$ cat src/source/cpu_pkg.sv
`default_nettype none

package cpu_pkg;

    localparam int WORD_W    = 16;
    localparam int ADDR_W    = 9;
    localparam int REG_N_W   = 3;
    localparam int REG_COUNT = 8;

    typedef logic [WORD_W-1:0]  word_t;
    typedef logic [ADDR_W-1:0]  addr_t;
    typedef logic [REG_N_W-1:0] reg_num_t;
    typedef logic [1:0]         shift_t;
    typedef logic [1:0]         alu_op_t;
    typedef logic [1:0]         mem_cmd_t;

    // opcodes, instr[15:13]
    localparam logic [2:0] OPC_BRANCH = 3'b001;
    localparam logic [2:0] OPC_LDR    = 3'b011;
    localparam logic [2:0] OPC_STR    = 3'b100;
    localparam logic [2:0] OPC_ALU    = 3'b101;
    localparam logic [2:0] OPC_MOV    = 3'b110;
    localparam logic [2:0] OPC_HALT   = 3'b111;

    localparam logic [1:0] OP_MOV_IMM = 2'b10;
    localparam logic [1:0] OP_MOV_REG = 2'b00;

    localparam alu_op_t ALU_ADD = 2'b00;
    localparam alu_op_t ALU_CMP = 2'b01;
    localparam alu_op_t ALU_AND = 2'b10;
    localparam alu_op_t ALU_MVN = 2'b11;

    // branch conditions, instr[10:8]
    localparam logic [2:0] COND_AL = 3'b000;
    localparam logic [2:0] COND_EQ = 3'b001;
    localparam logic [2:0] COND_NE = 3'b010;
    localparam logic [2:0] COND_LT = 3'b011;
    localparam logic [2:0] COND_LE = 3'b100;

    localparam mem_cmd_t MEM_NONE  = 2'b00;
    localparam mem_cmd_t MEM_READ  = 2'b01;
    localparam mem_cmd_t MEM_WRITE = 2'b11;

    localparam logic [2:0] NSEL_RN = 3'b001;
    localparam logic [2:0] NSEL_RD = 3'b010;
    localparam logic [2:0] NSEL_RM = 3'b100;

    localparam logic [1:0] WB_C     = 2'b00;
    localparam logic [1:0] WB_IMM   = 2'b01;
    localparam logic [1:0] WB_MDATA = 2'b10;

    localparam logic [1:0] PC_INC    = 2'b00;
    localparam logic [1:0] PC_ZERO   = 2'b01;
    localparam logic [1:0] PC_BRANCH = 2'b10;

    typedef enum logic [3:0] {
        S_RESET, S_FETCH1, S_FETCH2, S_UPDATE, S_DECODE,
        S_A, S_B, S_C, S_D, S_E, S_F, S_G, S_H,
        S_HALT
    } state_t;

endpackage

`default_nettype wire

$ cat src/source/register_file.sv
`default_nettype none

module register_file (
    input  wire               clk,
    input  wire               write,
    input  cpu_pkg::reg_num_t reg_num,
    input  cpu_pkg::word_t    write_data,
    output cpu_pkg::word_t    read_data
);

    cpu_pkg::word_t regs [cpu_pkg::REG_COUNT];

    always_ff @(posedge clk)
    begin
        if (write)
            regs[reg_num] <= write_data;
    end

    // same register number for both ports
    assign read_data = regs[reg_num];

endmodule

`default_nettype wire

$ cat src/source/datapath.sv
`default_nettype none

module datapath (
    input  wire               clk,
    input  cpu_pkg::reg_num_t reg_num,
    input  wire               write,
    input  wire [1:0]         wb_sel,
    input  wire               load_a,
    input  wire               load_b,
    input  wire               load_c,
    input  wire               load_s,
    input  wire               asel,
    input  wire               bsel,
    input  cpu_pkg::shift_t   shift,
    input  cpu_pkg::alu_op_t  alu_op,
    input  cpu_pkg::word_t    mdata,
    input  cpu_pkg::word_t    sximm8,
    input  cpu_pkg::word_t    sximm5,
    output cpu_pkg::word_t    out,
    output logic              n,
    output logic              v,
    output logic              z
);

    cpu_pkg::word_t write_data, read_data;
    cpu_pkg::word_t a_reg, b_reg, c_reg;
    cpu_pkg::word_t b_shifted, ain, bin, alu_out;
    logic           alu_v;

    always_comb
    begin
        case (wb_sel)
            cpu_pkg::WB_IMM:   write_data = sximm8;
            cpu_pkg::WB_MDATA: write_data = mdata;
            default:           write_data = c_reg;
        endcase
    end

    register_file u_rf (
        .clk(clk), .write(write), .reg_num(reg_num),
        .write_data(write_data), .read_data(read_data)
    );

    always_ff @(posedge clk)
    begin
        if (load_a)
            a_reg <= read_data;
        if (load_b)
            b_reg <= read_data;
        if (load_c)
            c_reg <= alu_out;
        if (load_s)
        begin
            z <= (alu_out == '0);
            n <= alu_out[15];
            v <= alu_v;
        end
    end

    always_comb
    begin
        case (shift)
            2'b01:   b_shifted = {b_reg[14:0], 1'b0};
            2'b10:   b_shifted = {1'b0, b_reg[15:1]};
            2'b11:   b_shifted = {b_reg[15], b_reg[15:1]};  // keeps the sign
            default: b_shifted = b_reg;
        endcase
    end

    assign ain = asel ? '0 : a_reg;
    assign bin = bsel ? sximm5 : b_shifted;

    always_comb
    begin
        alu_v = 1'b0;
        case (alu_op)
            cpu_pkg::ALU_ADD: alu_out = ain + bin;
            cpu_pkg::ALU_CMP:
            begin
                alu_out = ain - bin;
                alu_v   = (ain[15] != bin[15]) && (alu_out[15] != ain[15]);
            end
            cpu_pkg::ALU_AND: alu_out = ain & bin;
            default:          alu_out = ~bin;
        endcase
    end

    assign out = c_reg;

endmodule

`default_nettype wire

$ cat src/source/instr_unit.sv
`default_nettype none

module instr_unit (
    input  wire                clk,
    input  wire                load_ir,
    input  cpu_pkg::word_t     read_data,
    input  wire [2:0]          nsel,
    output logic [2:0]         opcode,
    output logic [1:0]         op,
    output logic [2:0]         cond,
    output cpu_pkg::reg_num_t  reg_num,
    output cpu_pkg::shift_t    shift,
    output cpu_pkg::alu_op_t   alu_op,
    output cpu_pkg::word_t     sximm8,
    output cpu_pkg::word_t     sximm5,
    output cpu_pkg::addr_t     branch_offset
);

    cpu_pkg::word_t ir;
    logic           mem_op;

    always_ff @(posedge clk)
    begin
        if (load_ir)
            ir <= read_data;
    end

    assign opcode = ir[15:13];
    assign op     = ir[12:11];
    assign cond   = ir[10:8];   // overlaps Rn

    assign mem_op = (opcode == cpu_pkg::OPC_LDR) || (opcode == cpu_pkg::OPC_STR);
    assign shift  = mem_op ? cpu_pkg::shift_t'(2'b00) : ir[4:3];
    // only the ALU group picks its own operation, everything else adds
    assign alu_op = (opcode == cpu_pkg::OPC_ALU) ? ir[12:11] : cpu_pkg::ALU_ADD;

    assign sximm8        = {{8{ir[7]}}, ir[7:0]};
    assign sximm5        = {{11{ir[4]}}, ir[4:0]};
    assign branch_offset = {ir[7], ir[7:0]};

    always_comb
    begin
        case (nsel)
            cpu_pkg::NSEL_RN: reg_num = ir[10:8];
            cpu_pkg::NSEL_RD: reg_num = ir[7:5];
            cpu_pkg::NSEL_RM: reg_num = ir[2:0];
            default:          reg_num = '0;
        endcase
    end

endmodule

`default_nettype wire

$ cat src/source/control_fsm.sv
`default_nettype none

module control_fsm (
    input  wire               clk,
    input  wire               reset,
    input  wire [2:0]         opcode,
    input  wire [1:0]         op,
    input  wire [2:0]         cond,
    input  wire               n,
    input  wire               v,
    input  wire               z,
    output logic [2:0]        nsel,
    output logic [1:0]        wb_sel,
    output logic              write,
    output logic              load_a,
    output logic              load_b,
    output logic              load_c,
    output logic              load_s,
    output logic              asel,
    output logic              bsel,
    output logic              load_ir,
    output logic              load_pc,
    output logic [1:0]        pc_sel,
    output logic              load_addr,
    output logic              addr_sel,
    output cpu_pkg::mem_cmd_t mem_cmd,
    output logic              halt
);

    cpu_pkg::state_t state, next_state;
    logic            taken;

    always_ff @(posedge clk)
    begin
        if (reset)
            state <= cpu_pkg::S_RESET;
        else
            state <= next_state;
    end

    always_comb
    begin
        case (cond)
            cpu_pkg::COND_AL: taken = 1'b1;
            cpu_pkg::COND_EQ: taken = z;
            cpu_pkg::COND_NE: taken = !z;
            cpu_pkg::COND_LT: taken = (n != v);
            cpu_pkg::COND_LE: taken = (n != v) || z;
            default:          taken = 1'b0;
        endcase
    end

    always_comb
    begin
        next_state = state;
        nsel       = cpu_pkg::NSEL_RN;
        wb_sel     = cpu_pkg::WB_C;
        write      = 1'b0;
        load_a     = 1'b0;
        load_b     = 1'b0;
        load_c     = 1'b0;
        load_s     = 1'b0;
        asel       = 1'b0;
        bsel       = 1'b0;
        load_ir    = 1'b0;
        load_pc    = 1'b0;
        pc_sel     = cpu_pkg::PC_INC;
        load_addr  = 1'b0;
        addr_sel   = 1'b0;
        mem_cmd    = cpu_pkg::MEM_NONE;
        halt       = 1'b0;

        case (state)
            cpu_pkg::S_RESET:
            begin
                load_pc    = 1'b1;
                pc_sel     = cpu_pkg::PC_ZERO;
                next_state = cpu_pkg::S_FETCH1;
            end
            cpu_pkg::S_FETCH1:
            begin
                addr_sel   = 1'b1;
                mem_cmd    = cpu_pkg::MEM_READ;
                next_state = cpu_pkg::S_FETCH2;
            end
            cpu_pkg::S_FETCH2:
            begin
                addr_sel   = 1'b1;
                mem_cmd    = cpu_pkg::MEM_READ;
                load_ir    = 1'b1;
                next_state = cpu_pkg::S_UPDATE;
            end
            cpu_pkg::S_UPDATE:
            begin
                load_pc    = 1'b1;
                next_state = cpu_pkg::S_DECODE;
            end
            cpu_pkg::S_DECODE:
            begin
                case (opcode)
                    cpu_pkg::OPC_BRANCH,
                    cpu_pkg::OPC_ALU,
                    cpu_pkg::OPC_LDR,
                    cpu_pkg::OPC_STR:  next_state = cpu_pkg::S_A;
                    cpu_pkg::OPC_MOV:
                        if (op == cpu_pkg::OP_MOV_IMM || op == cpu_pkg::OP_MOV_REG)
                            next_state = cpu_pkg::S_A;
                        else
                            next_state = cpu_pkg::S_FETCH1;
                    cpu_pkg::OPC_HALT: next_state = cpu_pkg::S_HALT;
                    default:           next_state = cpu_pkg::S_FETCH1;
                endcase
            end
            cpu_pkg::S_A:
            begin
                case (opcode)
                    cpu_pkg::OPC_MOV:
                        if (op == cpu_pkg::OP_MOV_IMM)
                        begin
                            wb_sel     = cpu_pkg::WB_IMM;  // Rn <= sximm8
                            write      = 1'b1;
                            next_state = cpu_pkg::S_FETCH1;
                        end
                        else
                        begin
                            nsel       = cpu_pkg::NSEL_RM;
                            load_b     = 1'b1;
                            next_state = cpu_pkg::S_B;
                        end
                    cpu_pkg::OPC_BRANCH:
                    begin
                        load_pc    = taken;
                        pc_sel     = taken ? cpu_pkg::PC_BRANCH : cpu_pkg::PC_INC;
                        next_state = cpu_pkg::S_FETCH1;
                    end
                    default:
                    begin
                        load_a     = 1'b1;  // Rn into A
                        next_state = (opcode == cpu_pkg::OPC_ALU) ? cpu_pkg::S_B : cpu_pkg::S_C;
                    end
                endcase
            end
            cpu_pkg::S_B:
            begin
                if (opcode == cpu_pkg::OPC_MOV)
                begin
                    asel   = 1'b1;
                    load_c = 1'b1;
                end
                else
                begin
                    nsel   = cpu_pkg::NSEL_RM;
                    load_b = 1'b1;
                end
                next_state = cpu_pkg::S_C;
            end
            cpu_pkg::S_C:
            begin
                if (opcode == cpu_pkg::OPC_MOV)
                begin
                    nsel       = cpu_pkg::NSEL_RD;
                    write      = 1'b1;
                    next_state = cpu_pkg::S_FETCH1;
                end
                else
                begin
                    bsel       = (opcode != cpu_pkg::OPC_ALU);  // Rn + sximm5 for LDR/STR
                    load_s     = (opcode == cpu_pkg::OPC_ALU) && (op == cpu_pkg::ALU_CMP);
                    load_c     = !load_s;
                    next_state = cpu_pkg::S_D;
                end
            end
            cpu_pkg::S_D:
            begin
                if (opcode == cpu_pkg::OPC_ALU)
                begin
                    nsel       = cpu_pkg::NSEL_RD;
                    write      = (op != cpu_pkg::ALU_CMP);
                    next_state = cpu_pkg::S_FETCH1;
                end
                else
                begin
                    load_addr  = 1'b1;
                    next_state = cpu_pkg::S_E;
                end
            end
            cpu_pkg::S_E:
            begin
                if (opcode == cpu_pkg::OPC_LDR)
                    mem_cmd = cpu_pkg::MEM_READ;
                next_state = cpu_pkg::S_F;
            end
            cpu_pkg::S_F:
            begin
                nsel = cpu_pkg::NSEL_RD;
                if (opcode == cpu_pkg::OPC_LDR)
                begin
                    mem_cmd    = cpu_pkg::MEM_READ;  // hold the read while Rd is written
                    wb_sel     = cpu_pkg::WB_MDATA;
                    write      = 1'b1;
                    next_state = cpu_pkg::S_FETCH1;
                end
                else
                begin
                    load_b     = 1'b1;
                    next_state = cpu_pkg::S_G;
                end
            end
            cpu_pkg::S_G:
            begin
                asel       = 1'b1;  // C <= Rd, the store data
                load_c     = 1'b1;
                next_state = cpu_pkg::S_H;
            end
            cpu_pkg::S_H:
            begin
                mem_cmd    = cpu_pkg::MEM_WRITE;
                next_state = cpu_pkg::S_FETCH1;
            end
            cpu_pkg::S_HALT:
            begin
                halt = 1'b1;  // parked until reset
            end
            default: next_state = cpu_pkg::S_RESET;
        endcase
    end

endmodule

`default_nettype wire

$ cat src/source/address_unit.sv
`default_nettype none

module address_unit (
    input  wire            clk,
    input  wire            load_pc,
    input  wire [1:0]      pc_sel,
    input  cpu_pkg::addr_t branch_offset,
    input  wire            load_addr,
    input  wire            addr_sel,
    input  cpu_pkg::word_t data_addr_in,
    output cpu_pkg::addr_t mem_addr
);

    cpu_pkg::addr_t pc, next_pc, data_addr;

    // pc already points past the branch when the target is formed
    always_comb
    begin
        case (pc_sel)
            cpu_pkg::PC_ZERO:   next_pc = '0;
            cpu_pkg::PC_BRANCH: next_pc = pc + branch_offset;
            default:            next_pc = pc + 1'b1;
        endcase
    end

    always_ff @(posedge clk)
    begin
        if (load_pc)
            pc <= next_pc;
        if (load_addr)
            data_addr <= data_addr_in[cpu_pkg::ADDR_W-1:0];
    end

    assign mem_addr = addr_sel ? pc : data_addr;  // pc during fetch

endmodule

`default_nettype wire

$ cat src/source/cpu_top.sv
`default_nettype none

module cpu_top (
    input  wire               clk,
    input  wire               reset,
    input  cpu_pkg::word_t    read_data,
    output cpu_pkg::mem_cmd_t mem_cmd,
    output cpu_pkg::addr_t    mem_addr,
    output cpu_pkg::word_t    out,
    output logic              n,
    output logic              v,
    output logic              z,
    output logic              halt
);

    logic [2:0]        opcode;
    logic [1:0]        op;
    logic [2:0]        cond;
    cpu_pkg::reg_num_t reg_num;
    cpu_pkg::shift_t   shift;
    cpu_pkg::alu_op_t  alu_op;
    cpu_pkg::word_t    sximm8;
    cpu_pkg::word_t    sximm5;
    cpu_pkg::addr_t    branch_offset;

    logic [2:0] nsel;
    logic [1:0] wb_sel;
    logic [1:0] pc_sel;
    logic       write, load_a, load_b, load_c, load_s;
    logic       asel, bsel;
    logic       load_ir, load_pc, load_addr, addr_sel;

    instr_unit u_instr (
        .clk(clk), .load_ir(load_ir), .read_data(read_data), .nsel(nsel),
        .opcode(opcode), .op(op), .cond(cond), .reg_num(reg_num), .shift(shift),
        .alu_op(alu_op), .sximm8(sximm8), .sximm5(sximm5),
        .branch_offset(branch_offset)
    );

    control_fsm u_ctrl (
        .clk(clk), .reset(reset), .opcode(opcode), .op(op), .cond(cond),
        .n(n), .v(v), .z(z),
        .nsel(nsel), .wb_sel(wb_sel), .write(write),
        .load_a(load_a), .load_b(load_b), .load_c(load_c), .load_s(load_s),
        .asel(asel), .bsel(bsel), .load_ir(load_ir), .load_pc(load_pc),
        .pc_sel(pc_sel), .load_addr(load_addr), .addr_sel(addr_sel),
        .mem_cmd(mem_cmd), .halt(halt)
    );

    // memory read data doubles as mdata for LDR
    datapath u_dp (
        .clk(clk), .reg_num(reg_num), .write(write), .wb_sel(wb_sel),
        .load_a(load_a), .load_b(load_b), .load_c(load_c), .load_s(load_s),
        .asel(asel), .bsel(bsel), .shift(shift), .alu_op(alu_op),
        .mdata(read_data), .sximm8(sximm8), .sximm5(sximm5),
        .out(out), .n(n), .v(v), .z(z)
    );

    address_unit u_addr (
        .clk(clk), .load_pc(load_pc), .pc_sel(pc_sel),
        .branch_offset(branch_offset), .load_addr(load_addr),
        .addr_sel(addr_sel), .data_addr_in(out), .mem_addr(mem_addr)
    );

endmodule

`default_nettype wire

$ cat config.mk
export PLATFORM = sky130hd
export DESIGN_NAME = cpu_top
export DESIGN_NICKNAME = d
export VERILOG_FILES = /design/src/source/cpu_pkg.sv /design/src/source/register_file.sv /design/src/source/datapath.sv /design/src/source/instr_unit.sv /design/src/source/control_fsm.sv /design/src/source/address_unit.sv /design/src/source/cpu_top.sv
export SDC_FILE = /design/constraint.sdc
export NUM_CORES = 1
export LEC_CHECK = 0
export BUFFER_PORTS_ARGS = -buffer_cell sky130_fd_sc_hd__buf_4
export CORE_MARGIN = 2
export CORE_UTILIZATION = 25
export CTS_BUF_LIST = sky130_fd_sc_hd__clkbuf_8 sky130_fd_sc_hd__clkbuf_16
export CTS_CLUSTER_SIZE = 25
export DETAILED_ROUTE_END_ITERATION = 7
export PLACE_DENSITY = 0.36
export RECOVER_POWER = 100
export SYNTH_ARGS = -nofsm -noshare
export SYNTH_HDL_FRONTEND = slang
export SYNTH_HIERARCHICAL = 1
export SYNTH_SLANG_ARGS = --single-unit
export TNS_END_PERCENT = 100
$ cat constraint.sdc
create_clock -name clk -period 7.65 [get_ports clk]
set_clock_uncertainty 0.2 [all_clocks]
set_input_delay 1.53 -clock clk [delete_from_list [all_inputs] [get_ports clk]]
set_output_delay 1.53 -clock clk [all_outputs]
set_load 0.01 [all_outputs]
==> metrics.txt <==
# TYPE chip_impl_metric gauge
chip_impl_metric{name="ctsHoldBuffers",unit=""} 0
chip_impl_metric{name="grt.overflow.total",unit=""} 0
chip_impl_metric{name="detail_route.vias_per_cell",unit=""} 4.842
chip_impl_metric{name="maxClockFrequency",unit="MHz"} 155.8
chip_impl_metric{name="detailroute.via_count",unit=""} 8241
chip_impl_metric{name="number_of_antenna_diodes",unit=""} 0
chip_impl_metric{name="drt-wirelength-per-cell",unit="µm"} 22.62
chip_impl_metric{name="buffers_inserted_by_post_cts_timing_repair",unit=""} 0
chip_impl_metric{name="numCtsBuffers",unit=""} 27
chip_impl_metric{name="required",unit="ns"} 7.62
chip_impl_metric{name="synth_seq_area_share",unit="%"} 52.23
chip_impl_metric{name="slew-limit-headroom",unit="%"} -43.79
chip_impl_metric{name="powerDensity",unit="mW/mm²"} 224.4
chip_impl_info{name="end_kind",value="register"} 1
chip_impl_metric{name="placement.io_buffers",unit=""} 48
chip_impl_metric{name="area_growth_synth_to_finish",unit="%"} 12.39
chip_impl_info{name="timing_worst_setup_path_type",value="register to register"} 1
chip_impl_metric{name="ff_latch_area",unit="mm²"} 0.006476
chip_impl_metric{name="postSynthCellCount",unit=""} 1013
chip_impl_metric{name="die_width",unit="µm"} 226.7
chip_impl_metric{name="first_global_vias",unit=""} 8308
chip_impl_info{name="status",value="finished, violations left"} 1
chip_impl_metric{name="fp.coreArea",unit="mm²"} 0.04895
chip_impl_metric{name="synthesis.yosys.warnings",unit=""} 6
chip_impl_metric{name="final-hold-violation-count",unit=""} 0
chip_impl_info{name="hold_class",value="register to register"} 1
chip_impl_metric{name="tightestPinTransition",unit="ns"} 2.157
chip_impl_metric{name="die_y",unit="µm"} 226.7
chip_impl_metric{name="floorplan.initialDensity",unit="%"} 25.33
chip_impl_metric{name="total_area_of_multi_input_combinational_cells",unit="mm²"} 0.005249
chip_impl_metric{name="die_area",unit="mm²"} 0.05140
chip_impl_metric{name="clock_edge_transition_at_the_registers_on_the_reported_setup_and_hold_paths",unit="ns"} 0.06
chip_impl_metric{name="grt_antenna_before_repair",unit=""} 1
chip_impl_metric{name="final_min_period_over_clock_period",unit="%"} 83.91
chip_impl_info{name="yosys_most_used_dff",value="edfxtp_1"} 1
chip_impl_info{name="worstReg2RegStart",value="u_ctrl/state[1]$_SDFFE_PP0N_"} 1
chip_impl_info{name="rsz0062_at_grt",value="no"} 1
chip_impl_metric{name="ys_ff_latch",unit=""} 217
chip_impl_metric{name="drt_drc_violations_left",unit=""} 0
chip_impl_metric{name="final_antenna_net_count",unit=""} 0
chip_impl_metric{name="grt_max_degree",unit=""} 51
chip_impl_metric{name="layout-drive-gt1-share",unit="%"} 11.66
chip_impl_info{name="hold_path.startpoint",value="u_dp/out[4]$_DFFE_PP_"} 1
chip_impl_metric{name="post_synth_instance_area",unit="mm²"} 0.01240
chip_impl_metric{name="setup_tns",unit="ns"} 0
chip_impl_metric{name="nets_finish",unit=""} 1082
chip_impl_info{name="final_cell_mix",value="213 x edfxtp_1, 62 x nand2_1, 49 x clkbuf_1, 49 x o21ai_0, 44 x nor2_1"} 1
chip_impl_metric{name="cts-htree-levels",unit=""} 1
chip_impl_metric{name="grtUsageTotal",unit="%"} 15.01
chip_impl_metric{name="detailed_place_hpwl",unit="mm"} 27.22
chip_impl_info{name="register_with_the_most_flip_flops",value="u_dp/u_rf/regs"} 1
chip_impl_metric{name="cts-resized-gates",unit=""} 0
chip_impl_info{name="violations_in_the_final_reports",value="capacitance limit, slew limit"} 1
chip_impl_metric{name="clock-sinks",unit=""} 217
chip_impl_metric{name="globalplace.congestion",unit=""} 0.8060
chip_impl_metric{name="final_period_minus_worst_setup_slack",unit="ns"} 6.419
chip_impl_metric{name="placement_rows",unit=""} 81
chip_impl_info{name="ctsRootBufferMaster",value="clkbuf_16"} 1
chip_impl_metric{name="ctsLongestPathBuffers",unit=""} 3
chip_impl_metric{name="initialDrtViolationCount",unit=""} 584
chip_impl_metric{name="r2r_slack",unit="ns"} 1.23
chip_impl_metric{name="synth_edf_count",unit=""} 213
chip_impl_metric{name="worst_slack_on_hold_paths",unit="ns"} 0.4386
chip_impl_metric{name="final_max_slew_viol_count",unit=""} 39
chip_impl_metric{name="vdd_drop_max",unit="µV"} 153.5
chip_impl_metric{name="postSynth.asyncResetShare",unit="%"} 0
chip_impl_metric{name="setup-violations-final",unit=""} 0
chip_impl_metric{name="avgSynthCellArea",unit="µm²"} 12.24
chip_impl_metric{name="p_total",unit="mW"} 3.127
chip_impl_metric{name="design.portCount",unit=""} 49
chip_impl_metric{name="worstPathArrival",unit="ns"} 6.38
chip_impl_info{name="mostFrequentLayoutCell",value="edfxtp_1"} 1
chip_impl_metric{name="number_of_flip_flops_under_the_largest_register_name",unit=""} 128
chip_impl_metric{name="synth_cell_types",unit=""} 89
chip_impl_info{name="crit_path_start_kind",value="register"} 1
chip_impl_metric{name="clkLatencyLatePin",unit="ns"} 0.57
chip_impl_metric{name="first_pass_drt_iterations",unit=""} 5
chip_impl_metric{name="utilization",unit="%"} 28.47
chip_impl_metric{name="cp_max_fo",unit=""} 22
chip_impl_info{name="tritoncts",value="built"} 1
chip_impl_metric{name="grt_pass1_wl",unit="mm"} 56.49
chip_impl_metric{name="filler_cell_count",unit=""} 5019
chip_impl_metric{name="static-leakage-power",unit="nW"} 4.740
chip_impl_metric{name="max_cap_viol_count",unit=""} 2
chip_impl_metric{name="total_wirelength",unit="mm"} 38.50
chip_impl_info{name="source_of_the_critical_timing_path",value="u_ctrl/state[1]$_SDFFE_PP0N_"} 1
chip_impl_metric{name="mappedNetlistNets",unit=""} 1076
==> cell families (layout without fill, tap and decap cells) <==
group,after synthesis,in the layout,share of synthesized area [%]
AO/OA/AOI/OAI,236,236,13.62
flip-flops,217,217,52.23
multiplexers,87,87,10.38
XOR/XNOR,10,10,0.7063
AND/OR/NAND/NOR,289,289,12.95
adder cells (fa/ha/maj),45,45,4.722
buffers and inverters,129,154,5.388
==> metal layers <==
| metal | GRT usage, % | share of wire, % | vias to the layer above |
|---|---|---|---|
| li1 | - | - | 3920 |
| met1 | 21.87 | 49 | 4105 |
| met3 | 2.086 | 3.7 | 46 |
| met5 | 0 | 0 | - |
| met4 | 3.098 | 1.8 | 0 |
| met2 | 23.64 | 45 | 170 |
==> worst paths after layout <==
path	endpoint	cells after the start
min	u_addr/data_addr[4]$_DFFE_PP_	0
min reg2reg	u_addr/data_addr[4]$_DFFE_PP_	0
max	u_dp/u_rf/regs[1][1]$_DFFE_PP_	9
max reg2reg	u_dp/u_rf/regs[1][1]$_DFFE_PP_	9
==> worst max-delay path: stages (launching register included) <==
cell and delay [ns]:
dfxtp_1 0.79, nand2_1 0.21, and3_1 0.25, o31ai_1 0.64, nor3b_1 0.43, a211o_1 0.92
clkbuf_1 1.19, nand2_1 0.24, nor2_2 0.16, clkbuf_1 0.97
==> through the flow <==
stage	setup WS, ns	cells	cell area (µm²)
3_5_place_dp	1.921	1654	13270
5_1_grt	0.6538	1702	13940
3_3_place_gp	1.934	1654	13270
2_1_floorplan	3.007	1013	12400
6_report	1.231	1702	13940
4_1_cts	1.876	1702	14180
==> cell usage after synthesis (all sizes together) (9+ instances only) <==
| cell | n | area share (%) |
|---|---|---|
| o211ai | 10 | 0.61 |
| and3 | 10 | 0.50 |
| nor2b | 38 | 1.9 |
| a22oi | 23 | 1.4 |
| inv | 37 | 1.1 |
| edfxtp | 213 | 52 |
| clkbuf | 29 | 0.88 |
| nand2 | 62 | 1.9 |
| mux2 | 38 | 3.5 |
| a211oi | 17 | 1.2 |
| a21oi | 32 | 1.3 |
| and2 | 12 | 0.61 |
| ha | 42 | 4.2 |
| nand2b | 21 | 1.1 |
| a211o | 12 | 0.85 |
| mux2i | 24 | 1.9 |
| nor2 | 46 | 1.4 |
| mux4 | 25 | 5.0 |
| buf | 62 | 3.4 |
| nor3 | 26 | 1.0 |
| a31oi | 9 | 0.45 |
| o21ai | 50 | 2.0 |
==> layout make-up <==
class	count	share of cell area (%)
Sequential cell	217	46.47
Multi-Input combinational cell	667	37.66
Tap cell	664	5.962
Clock buffer	27	4.848
Timing Repair Buffer	68	2.343
Clock inverter	21	1.688
Inverter	38	1.024
==> power breakdown <==
part / total, mW / internal [mW] / switching (mW)
Sequential: 1.38 / 1.34 / 0.0336
Combinational: 0.434 / 0.173 / 0.261
Clock: 1.32 / 0.783 / 0.534
Total: 3.13 / 2.30 / 0.828
Power figures use the tool's default switching activity.
